`config.mk`:
```
export PLATFORM = sky130hd
export DESIGN_NAME = compy_video
export DESIGN_NICKNAME = d
export VERILOG_FILES = /design/src/compy_pkg.sv /design/src/compy_video.sv /design/src/fetch_buffer.sv /design/src/fetch_sequencer.sv /design/src/pixel_serializer.sv /design/src/video_memory.sv
export SDC_FILE = /design/constraint.sdc
export NUM_CORES = 2
export LEC_CHECK = 0
export BUFFER_PORTS_ARGS = -buffer_cell sky130_fd_sc_hd__buf_2
export CAP_MARGIN = 20
export CORE_ASPECT_RATIO = 0.8
export CORE_MARGIN = 3
export CORE_UTILIZATION = 55
export DETAILED_ROUTE_END_ITERATION = 7
export PLACE_DENSITY_LB_ADDON = 0.08
export SLEW_MARGIN = 20
export SYNTH_ARGS = -nofsm -noshare
export SYNTH_HDL_FRONTEND = slang
export SYNTH_HIERARCHICAL = 1
export SYNTH_SLANG_ARGS = --single-unit
```
`constraint.sdc`:
```
create_clock -name sys_clk -period 5.3 [get_ports sys_clk]
set_input_delay 1.06 -clock sys_clk [delete_from_list [all_inputs] [get_ports sys_clk]]
set_output_delay 1.06 -clock sys_clk [all_outputs]
set_load 0.05 [all_outputs]
```
`src/compy_pkg.sv`:
```
package compy_pkg;

   localparam int VRAM_ADDR_W  = 8;      // 256 byte video memory
   localparam int FRAME_BYTES  = 16;     // bytes per frame
   localparam int FIFO_DEPTH   = 8;      // buffer entries, also initial credits
   localparam int CREDIT_W     = 4;      // holds 0..FIFO_DEPTH
   localparam int READ_LATENCY = 2;      // rd_req to rd_ack cycles

   localparam int FRAME_CNT_W  = $clog2(FRAME_BYTES + 1);
   localparam int FIFO_PTR_W   = $clog2(FIFO_DEPTH);

   typedef enum logic [1:0] {
      CMD_WRITE_VRAM,
      CMD_SET_COLOR,
      CMD_START_FRAME
   } host_op_e;

   typedef enum logic [1:0] {
      IDLE,
      FETCH,
      DRAIN
   } fetch_state_e;

   // same split as the vga_r / vga_g / vga_b pins
   typedef struct packed {
      logic [4:0] r;
      logic [5:0] g;
      logic [4:0] b;
   } rgb565_t;

   localparam rgb565_t COLOR_WHITE = '{r: 5'h1f, g: 6'h3f, b: 5'h1f};
   localparam rgb565_t COLOR_BLACK = '{r: 5'h00, g: 6'h00, b: 5'h00};

   typedef struct packed {
      host_op_e               op;
      logic [VRAM_ADDR_W-1:0] addr;   // write address or frame start offset
      logic [7:0]             data;   // byte for CMD_WRITE_VRAM
      rgb565_t                fg;
      rgb565_t                bg;
   } host_cmd_t;

   typedef struct packed {
      rgb565_t color;
      logic    last;                  // final pixel of the frame
   } pixel_t;

   typedef struct packed {
      logic [7:0] data;
      logic       last;               // final byte of the frame
   } fetch_beat_t;

endpackage

```
`src/compy_video.sv`:
```
`timescale 1ns/1ps

module compy_video (
   input  logic                 sys_clk,
   input  logic                 reset_n,
   input  logic                 host_valid,
   input  compy_pkg::host_cmd_t host_cmd,
   output logic                 host_ready,
   output logic                 pixel_valid,
   output compy_pkg::pixel_t    pixel,
   input  logic                 pixel_ready
);
   import compy_pkg::*;

   logic                   wr_en;
   logic [VRAM_ADDR_W-1:0] wr_addr;
   logic [7:0]             wr_data;
   logic                   rd_req;
   logic [VRAM_ADDR_W-1:0] rd_addr;
   logic                   rd_ack;
   logic [7:0]             rd_data;
   logic                   push;
   fetch_beat_t            push_beat;
   logic                   credit_return;
   logic                   beat_valid;
   fetch_beat_t            beat;
   logic                   pop;
   logic                   frame_end;

   fetch_sequencer fetch_sequencer_inst (
      .sys_clk       (sys_clk),
      .reset_n       (reset_n),
      .host_valid    (host_valid),
      .host_cmd      (host_cmd),
      .host_ready    (host_ready),
      .wr_en         (wr_en),
      .wr_addr       (wr_addr),
      .wr_data       (wr_data),
      .rd_req        (rd_req),
      .rd_addr       (rd_addr),
      .rd_ack        (rd_ack),
      .rd_data       (rd_data),
      .push          (push),
      .push_beat     (push_beat),
      .credit_return (credit_return),
      .frame_end     (frame_end)
   );

   video_memory video_memory_inst (
      .sys_clk (sys_clk),
      .wr_en   (wr_en),
      .wr_addr (wr_addr),
      .wr_data (wr_data),
      .rd_req  (rd_req),
      .rd_addr (rd_addr),
      .rd_ack  (rd_ack),
      .rd_data (rd_data)
   );

   fetch_buffer fetch_buffer_inst (
      .sys_clk       (sys_clk),
      .reset_n       (reset_n),
      .push          (push),
      .push_beat     (push_beat),
      .beat_valid    (beat_valid),
      .beat          (beat),
      .pop           (pop),
      .credit_return (credit_return)
   );

   pixel_serializer pixel_serializer_inst (
      .sys_clk     (sys_clk),
      .reset_n     (reset_n),
      .host_valid  (host_valid),
      .host_ready  (host_ready),
      .host_cmd    (host_cmd),
      .beat_valid  (beat_valid),
      .beat        (beat),
      .pop         (pop),
      .pixel_valid (pixel_valid),
      .pixel       (pixel),
      .pixel_ready (pixel_ready),
      .frame_end   (frame_end)
   );

endmodule

```
`src/fetch_buffer.sv`:
```
`timescale 1ns/1ps

module fetch_buffer (
   input  logic                   sys_clk,
   input  logic                   reset_n,
   input  logic                   push,
   input  compy_pkg::fetch_beat_t push_beat,
   output logic                   beat_valid,
   output compy_pkg::fetch_beat_t beat,
   input  logic                   pop,
   output logic                   credit_return
);
   import compy_pkg::*;

   fetch_beat_t           mem [FIFO_DEPTH];
   logic [FIFO_PTR_W-1:0] wr_ptr;
   logic [FIFO_PTR_W-1:0] rd_ptr;
   logic [CREDIT_W-1:0]   count;
   logic                  do_pop;

   assign beat_valid = (count != '0);
   assign beat       = mem[rd_ptr];            // head is always visible
   assign do_pop     = pop && beat_valid;

   // space is reserved by the sender's credits, so push is never refused
   always_ff @(posedge sys_clk) begin
      if (push) begin
         mem[wr_ptr] <= push_beat;
      end
   end

   always_ff @(posedge sys_clk) begin
      if (!reset_n) begin
         wr_ptr <= '0;
         rd_ptr <= '0;
      end else begin
         if (push) begin
            wr_ptr <= (wr_ptr == FIFO_PTR_W'(FIFO_DEPTH - 1)) ? '0 : wr_ptr + 1'b1;
         end
         if (do_pop) begin
            rd_ptr <= (rd_ptr == FIFO_PTR_W'(FIFO_DEPTH - 1)) ? '0 : rd_ptr + 1'b1;
         end
      end
   end

   always_ff @(posedge sys_clk) begin
      if (!reset_n) begin
         count <= '0;
      end else begin
         count <= count + CREDIT_W'(push) - CREDIT_W'(do_pop);
      end
   end

   // one credit back per popped entry
   always_ff @(posedge sys_clk) begin
      if (!reset_n) begin
         credit_return <= 1'b0;
      end else begin
         credit_return <= do_pop;
      end
   end

endmodule

```
`src/fetch_sequencer.sv`:
```
`timescale 1ns/1ps

module fetch_sequencer (
   input  logic                               sys_clk,
   input  logic                               reset_n,
   input  logic                               host_valid,
   input  compy_pkg::host_cmd_t               host_cmd,
   output logic                               host_ready,
   output logic                               wr_en,
   output logic [compy_pkg::VRAM_ADDR_W-1:0]  wr_addr,
   output logic [7:0]                         wr_data,
   output logic                               rd_req,
   output logic [compy_pkg::VRAM_ADDR_W-1:0]  rd_addr,
   input  logic                               rd_ack,
   input  logic [7:0]                         rd_data,
   output logic                               push,
   output compy_pkg::fetch_beat_t             push_beat,
   input  logic                               credit_return,
   input  logic                               frame_end
);
   import compy_pkg::*;

   fetch_state_e           state;
   logic [CREDIT_W-1:0]    credits;
   logic [FRAME_CNT_W-1:0] req_cnt;
   logic [FRAME_CNT_W-1:0] ack_cnt;
   logic                   host_take;
   logic                   last_ack;

   assign host_ready = (state == IDLE);        // busy for the whole frame
   assign host_take  = host_valid && host_ready;

   // one read per cycle while bytes remain and buffer space is reserved
   assign rd_req = (state == FETCH)
                && (req_cnt < FRAME_CNT_W'(FRAME_BYTES))
                && (credits != '0);

   assign last_ack = (ack_cnt == FRAME_CNT_W'(FRAME_BYTES - 1));
   assign push     = rd_ack && (state == FETCH);

   always_comb begin
      push_beat.data = rd_data;
      push_beat.last = last_ack;               // tagged by ack count
   end

   always_ff @(posedge sys_clk) begin
      if (!reset_n) begin
         credits <= CREDIT_W'(FIFO_DEPTH);
      end else begin
         credits <= credits - CREDIT_W'(rd_req) + CREDIT_W'(credit_return);
      end
   end

   always_ff @(posedge sys_clk) begin
      if (!reset_n) begin
         state   <= IDLE;
         req_cnt <= '0;
         ack_cnt <= '0;
         wr_en   <= 1'b0;
      end else begin
         wr_en <= 1'b0;
         case (state)
            IDLE: begin
               if (host_take) begin
                  case (host_cmd.op)
                     CMD_WRITE_VRAM: wr_en <= 1'b1;
                     CMD_START_FRAME: begin
                        state   <= FETCH;
                        req_cnt <= '0;
                        ack_cnt <= '0;
                     end
                     default: ;                // colors belong to the serializer
                  endcase
               end
            end
            FETCH: begin
               if (rd_req) begin
                  req_cnt <= req_cnt + 1'b1;
               end
               if (rd_ack) begin
                  ack_cnt <= ack_cnt + 1'b1;
                  if (last_ack) begin
                     state <= DRAIN;           // all bytes are in the buffer
                  end
               end
            end
            DRAIN: begin
               if (frame_end) begin
                  state <= IDLE;
               end
            end
            default: state <= IDLE;
         endcase
      end
   end

   always_ff @(posedge sys_clk) begin
      if (host_take && host_cmd.op == CMD_WRITE_VRAM) begin
         wr_addr <= host_cmd.addr;
         wr_data <= host_cmd.data;
      end
      if (host_take && host_cmd.op == CMD_START_FRAME) begin
         rd_addr <= host_cmd.addr;
      end else if (rd_req) begin
         rd_addr <= rd_addr + 1'b1;            // wraps at 256
      end
   end

endmodule

```
`src/pixel_serializer.sv`:
```
`timescale 1ns/1ps

module pixel_serializer (
   input  logic                   sys_clk,
   input  logic                   reset_n,
   input  logic                   host_valid,
   input  logic                   host_ready,
   input  compy_pkg::host_cmd_t   host_cmd,
   input  logic                   beat_valid,
   input  compy_pkg::fetch_beat_t beat,
   output logic                   pop,
   output logic                   pixel_valid,
   output compy_pkg::pixel_t      pixel,
   input  logic                   pixel_ready,
   output logic                   frame_end
);
   import compy_pkg::*;

   rgb565_t    fg;
   rgb565_t    bg;
   logic [7:0] shreg;
   logic [3:0] bits_left;                      // pixels still to send from shreg
   logic       last_beat;
   logic       fire;
   logic       emptying;

   assign pixel_valid = (bits_left != 4'd0);
   assign fire        = pixel_valid && pixel_ready;

   // refill on the cycle the final bit leaves, no bubble between bytes
   assign emptying = (bits_left == 4'd0) || ((bits_left == 4'd1) && fire);
   assign pop      = beat_valid && emptying;

   always_comb begin
      pixel.color = shreg[7] ? fg : bg;        // msb first
      pixel.last  = last_beat && (bits_left == 4'd1);
   end

   assign frame_end = fire && pixel.last;

   always_ff @(posedge sys_clk) begin
      if (!reset_n) begin
         fg <= COLOR_WHITE;
         bg <= COLOR_BLACK;
      end else if (host_valid && host_ready && host_cmd.op == CMD_SET_COLOR) begin
         fg <= host_cmd.fg;
         bg <= host_cmd.bg;
      end
   end

   always_ff @(posedge sys_clk) begin
      if (!reset_n) begin
         bits_left <= 4'd0;
      end else if (pop) begin
         bits_left <= 4'd8;
      end else if (fire) begin
         bits_left <= bits_left - 4'd1;
      end
   end

   // held while pixel_ready is low
   always_ff @(posedge sys_clk) begin
      if (pop) begin
         shreg     <= beat.data;
         last_beat <= beat.last;
      end else if (fire) begin
         shreg <= {shreg[6:0], 1'b0};
      end
   end

endmodule

```
`src/video_memory.sv`:
```
`timescale 1ns/1ps

module video_memory (
   input  logic                               sys_clk,
   input  logic                               wr_en,
   input  logic [compy_pkg::VRAM_ADDR_W-1:0]  wr_addr,
   input  logic [7:0]                         wr_data,
   input  logic                               rd_req,
   input  logic [compy_pkg::VRAM_ADDR_W-1:0]  rd_addr,
   output logic                               rd_ack,
   output logic [7:0]                         rd_data
);
   import compy_pkg::*;

   logic [7:0]              mem [2**VRAM_ADDR_W];
   logic [READ_LATENCY-1:0] ack_pipe;
   logic [7:0]              data_pipe [READ_LATENCY];

   always_ff @(posedge sys_clk) begin
      if (wr_en) begin
         mem[wr_addr] <= wr_data;
      end
   end

   // two stage read, like the req / req2 steps of the bus
   always_ff @(posedge sys_clk) begin
      ack_pipe[0] <= rd_req;
      if (rd_req) begin
         data_pipe[0] <= mem[rd_addr];           // old data on same-edge write
      end
      for (int i = 1; i < READ_LATENCY; i++) begin
         ack_pipe[i]  <= ack_pipe[i-1];
         data_pipe[i] <= data_pipe[i-1];
      end
   end

   assign rd_ack  = ack_pipe[READ_LATENCY-1];
   assign rd_data = data_pipe[READ_LATENCY-1];

endmodule

```
==> flow_summary_export.csv <==
group,metric,value,unit
synth,syn_area_per_cell,20.08,µm²
timing,worst_slew_pin_slew,1185,ps
setup_path,cp-start-kind,"flip-flop",
global_route,track_usage,0.2655,
min_path,hold_path_depth,0,
detailed_routing,ant_nets,0,
die,dieArea,0.1645,mm²
clock_tree,clk_pin_slew,60,ps
min_path,hold_path_end,"video_memory_inst/ack_pipe[1]",
detailed_routing,routed_wl,216500,µm
pwr,leakage,30.48,nW
detailed_routing,drc,3,
die,die_h,363.3,µm
layout,layout-drive-gt1-share,0.2200,
clock_tree,cts-resized-gates,0,
pwr,p_clk_frac,0.397,
pwr,p_int,0.02919,W
timing,period_minus_slack,4049,ps
detailed_routing,vias_per_cell,6.479,
clock_tree,clock_latency,840,ps
synth,synth_area,0.08778,mm²
global_route,grt-ovfl-total,0,
die,num_rows,130,
setup_path,end_kind,"flip-flop",
timing,hold_viol,0,
clock_tree,cts_buffers,208,
synth,synth_edf_count,2161,
clock_tree,htree_levels,4,
pwr,irDropWorstVdd,0.3708,mV
pwr,p_comb_frac,0.083,
timing,fin_skew,35.26,ps
clock_tree,cts_tree,"built",
min_path,hp-start,"video_memory_inst/ack_pipe[0]",
timing,setup_violations,0,
setup_path,worstPathRequired,5840,ps
synth,synthCells,4372,
die,die_w,452.6,µm
setup_path,crit_type,"reg2reg",
timing,rsz0062_at_grt,"false",
clock_tree,post_cts_buffers,0,
detailed_routing,wire_per_inst,31.99,µm
global_route,grt_pass1_wl,312900,µm
synth,yosys_warnings,6,
clock_tree,hold_buffers,0,
synth,synth_seq_cells,2238,
global_route,grt_pass1_vias,42540,
pwr,p_total,0.03769,W
setup_path,critPathMaxFanout,42,
timing,fin_setup_tns,0,ps
die,initial_utilization,0.5563,
placement,dp_hpwl,132000,µm
setup_path,arrival,4590,ps
synth,async_flop_share,0,
layout,final_net_count,4559,
layout,area_delta_synth_final,10.40,%
clock_tree,cts_sinks,2238,
timing,clock.fmax,0.2470,GHz
flow_run,cap_violations,0,
synth,synth-seq-area-share,0.7569,
timing,maxSlewHeadroom,0.2077,
setup_path,crit_path_start,"fetch_sequencer_inst/rd_addr[0]",
timing,timing.final.max_slew_violations,0,
detailed_routing,vias,43850,
setup_path,r2r_slack,1250,ps
placement,port_buffers,72,
pwr,p_sw_frac,0.2256,
min_path,hold_class,"reg2reg",
timing,period_share,0.7639,
clock_tree,clock_path_buffers,3,
placement,gp_congestion,0.8421,
setup_path,rr_endpoint,"video_memory_inst/data_pipe[0][7]",
pwr,pwr-share-seq,0.519,
die,num_io_pins,73,
setup_path,worst-r2r-cell-count,8,
synth,syn_nets,4448,
global_route,grt_max_degree,202,
setup_path,r2r-start,"fetch_sequencer_inst/rd_addr[0]",
die,fp.coreArea,0.1578,mm²
pwr,p_per_area,388.9,mW/mm²
clock_tree,clock-root-buffer,"clkbuf_16",
detailed_routing,drtPass1Iterations,8,
synth,synth_cell_types,83,
outcome,violations,"design-rule violations",
global_route,antenna_found_initial,4,
detailed_routing,drt_iter0_markers,5628,
synth,synth_ff_type,"edfxtp_1",
outcome,status,"finished, violations left",
pwr,p_sw,0.008501,W
==> cells in the final DEF (no fill, tap or decap), types with 16 or more instances in the layout <==
cell type	count
edfxtp_1	2161
mux4_2	445
nor2_1	288
clkbuf_16	212
mux2i_1	171
nand2_1	165
a21oi_1	102
a22oi_1	93
buf_4	83
dfxtp_1	77
buf_2	72
nand3_1	66
mux2_2	49
clkbuf_1	44
clkinv_1	42
clkinv_2	39
o221ai_1	36
o22ai_1	33
nor2b_1	31
bufinv_16	23
nand4_1	23
buf_12	22
a221oi_1	21
inv_1	20
ha_1	20
mux4_1	19
nor3_1	19
a22o_1	19
a31oi_1	16
==> sequential cells by signal, indices dropped and copies added (netlist names), 4 cells and up, named ones only <==
name and count:
pixel_serializer_inst/shreg 8, pixel_serializer_inst/fg 16, fetch_buffer_inst/count 4, video_memory_inst/mem 2048, fetch_sequencer_inst/ack_cnt 5, fetch_sequencer_inst/req_cnt 5, fetch_buffer_inst/mem 72, fetch_sequencer_inst/rd_addr 8
pixel_serializer_inst/bg 16, fetch_sequencer_inst/wr_addr 8, fetch_sequencer_inst/credits 4, video_memory_inst/data_pipe 16, pixel_serializer_inst/bits_left 4, fetch_sequencer_inst/wr_data 8
==> power by group through the flow <==
stage | logic, W | registers (W) | clock network [W]
after floorplan | 0.00231 | 0.0199 | 0
after global placement | 0.00312 | 0.0200 | 0
after detailed placement | 0.00314 | 0.0200 | 0
after CTS | 0.00314 | 0.0196 | 0.0152
after global routing | 0.00333 | 0.0196 | 0.0160
final | 0.00314 | 0.0196 | 0.0150
==> worst max-delay path by stage <==
stage	endpoint	slack, ps	depth (start not counted)
detailed placement	video_memory_inst/data_pipe[0][5]	1320	7
global placement	video_memory_inst/data_pipe[0][7]	1270	7
finish	video_memory_inst/data_pipe[0][7]	1250	8
CTS	video_memory_inst/data_pipe[0][5]	1300	7
global route	video_memory_inst/data_pipe[0][7]	1160	7
floorplan	video_memory_inst/mem[0][0]	1250	0
==> critical path, cell delays in order (launching register included) <==
cell      delay [ps]
edfxtp_1         490
buf_12           310
buf_12           380
mux4_2           610
a22o_1           200
a221oi_1         410
o22ai_1          270
a211oi_2         810
nor4_2           100
==> Yosys cell counts (5+ instances only) <==
cell type	number	share of area
edfxtp_1	2161	0.74
mux4_2	445	0.11
nor2_1	294	0.013
mux2i_1	171	0.020
nand2_1	166	0.0071
clkbuf_1	125	0.0053
a21oi_1	102	0.0058
a22oi_1	93	0.0080
dfxtp_1	77	0.018
nand3_1	66	0.0038
mux2_2	49	0.0063
buf_2	46	0.0026
buf_6	36	0.0046
o221ai_1	36	0.0036
buf_4	34	0.0029
nor2b_1	34	0.0024
o22ai_1	33	0.0024
nand4_1	23	0.0016
a221oi_1	21	0.0021
nor3_1	21	0.0012
ha_1	20	0.0029
inv_1	20	0.00086
a22o_1	19	0.0019
mux4_1	19	0.0057
nor4_1	17	0.0012
a31oi_1	16	0.0011
buf_12	16	0.0036
and2_1	15	0.0011
nand2b_1	14	0.0010
o21ai_1	13	0.00074
buf_1	12	0.00051
o21ai_0	12	0.00068
a211oi_1	11	0.00094
and3_1	8	0.00057
buf_8	8	0.0014
nor4_2	7	0.0010
o2111ai_1	7	0.00070
o21a_1	7	0.00060
or3b_2	6	0.00060
o311a_1	5	0.00057
==> kinds of logic (layout without fill, tap and decap cells) <==
kind of cell | after synthesis | count (layout) | synth area share
compound gates | 416 | 416 | 0.03384
xor+xnor | 5 | 5 | 0.0004990
fa+ha+maj | 22 | 22 | 0.003307
buf+inv | 301 | 584 | 0.02207
flops | 2238 | 2238 | 0.7569
mux | 687 | 687 | 0.1460
other cells | 0 | 1 | 0
simple gates | 703 | 703 | 0.03739
==> cell type report <==
type / count / area [µm²]
flip-flops and latches: 2238 / 66430
inverters: 23 / 86.33
clock inverters: 118 / 1216
diodes: 1 / 2.502
multi-input cells: 1833 / 19480
well taps: 2112 / 2643
fillers: 11170 / 60870
clock buffers: 264 / 5580
repair buffers: 179 / 1466
==> per-layer routing <==
layer	vias to the layer above	GRT usage	part of all wire
li1	18210	-	-
met1	23480	0.4190	0.44
met2	1871	0.3861	0.45
met3	284	0.05188	0.082
met4	2	0.06554	0.022
met5	-	0	0.000060
==> per-stage QoR <==
stage	utilization	std cells	cell area (µm²)	hold WS, ps	worst slack [ps]
2_1_floorplan	-	4372	87780	309.6	1254
3_3_place_gp	0.5706	6382	90020	310.7	1271
3_5_place_dp	0.5708	6383	90070	312.1	1316
4_1_cts	0.6139	6765	96860	326.2	1300
5_1_grt	0.6142	6767	96900	344.7	1158
6_report	0.6142	6768	96910	326.7	1251
No activity file was read; power rests on OpenSTA's default activity.
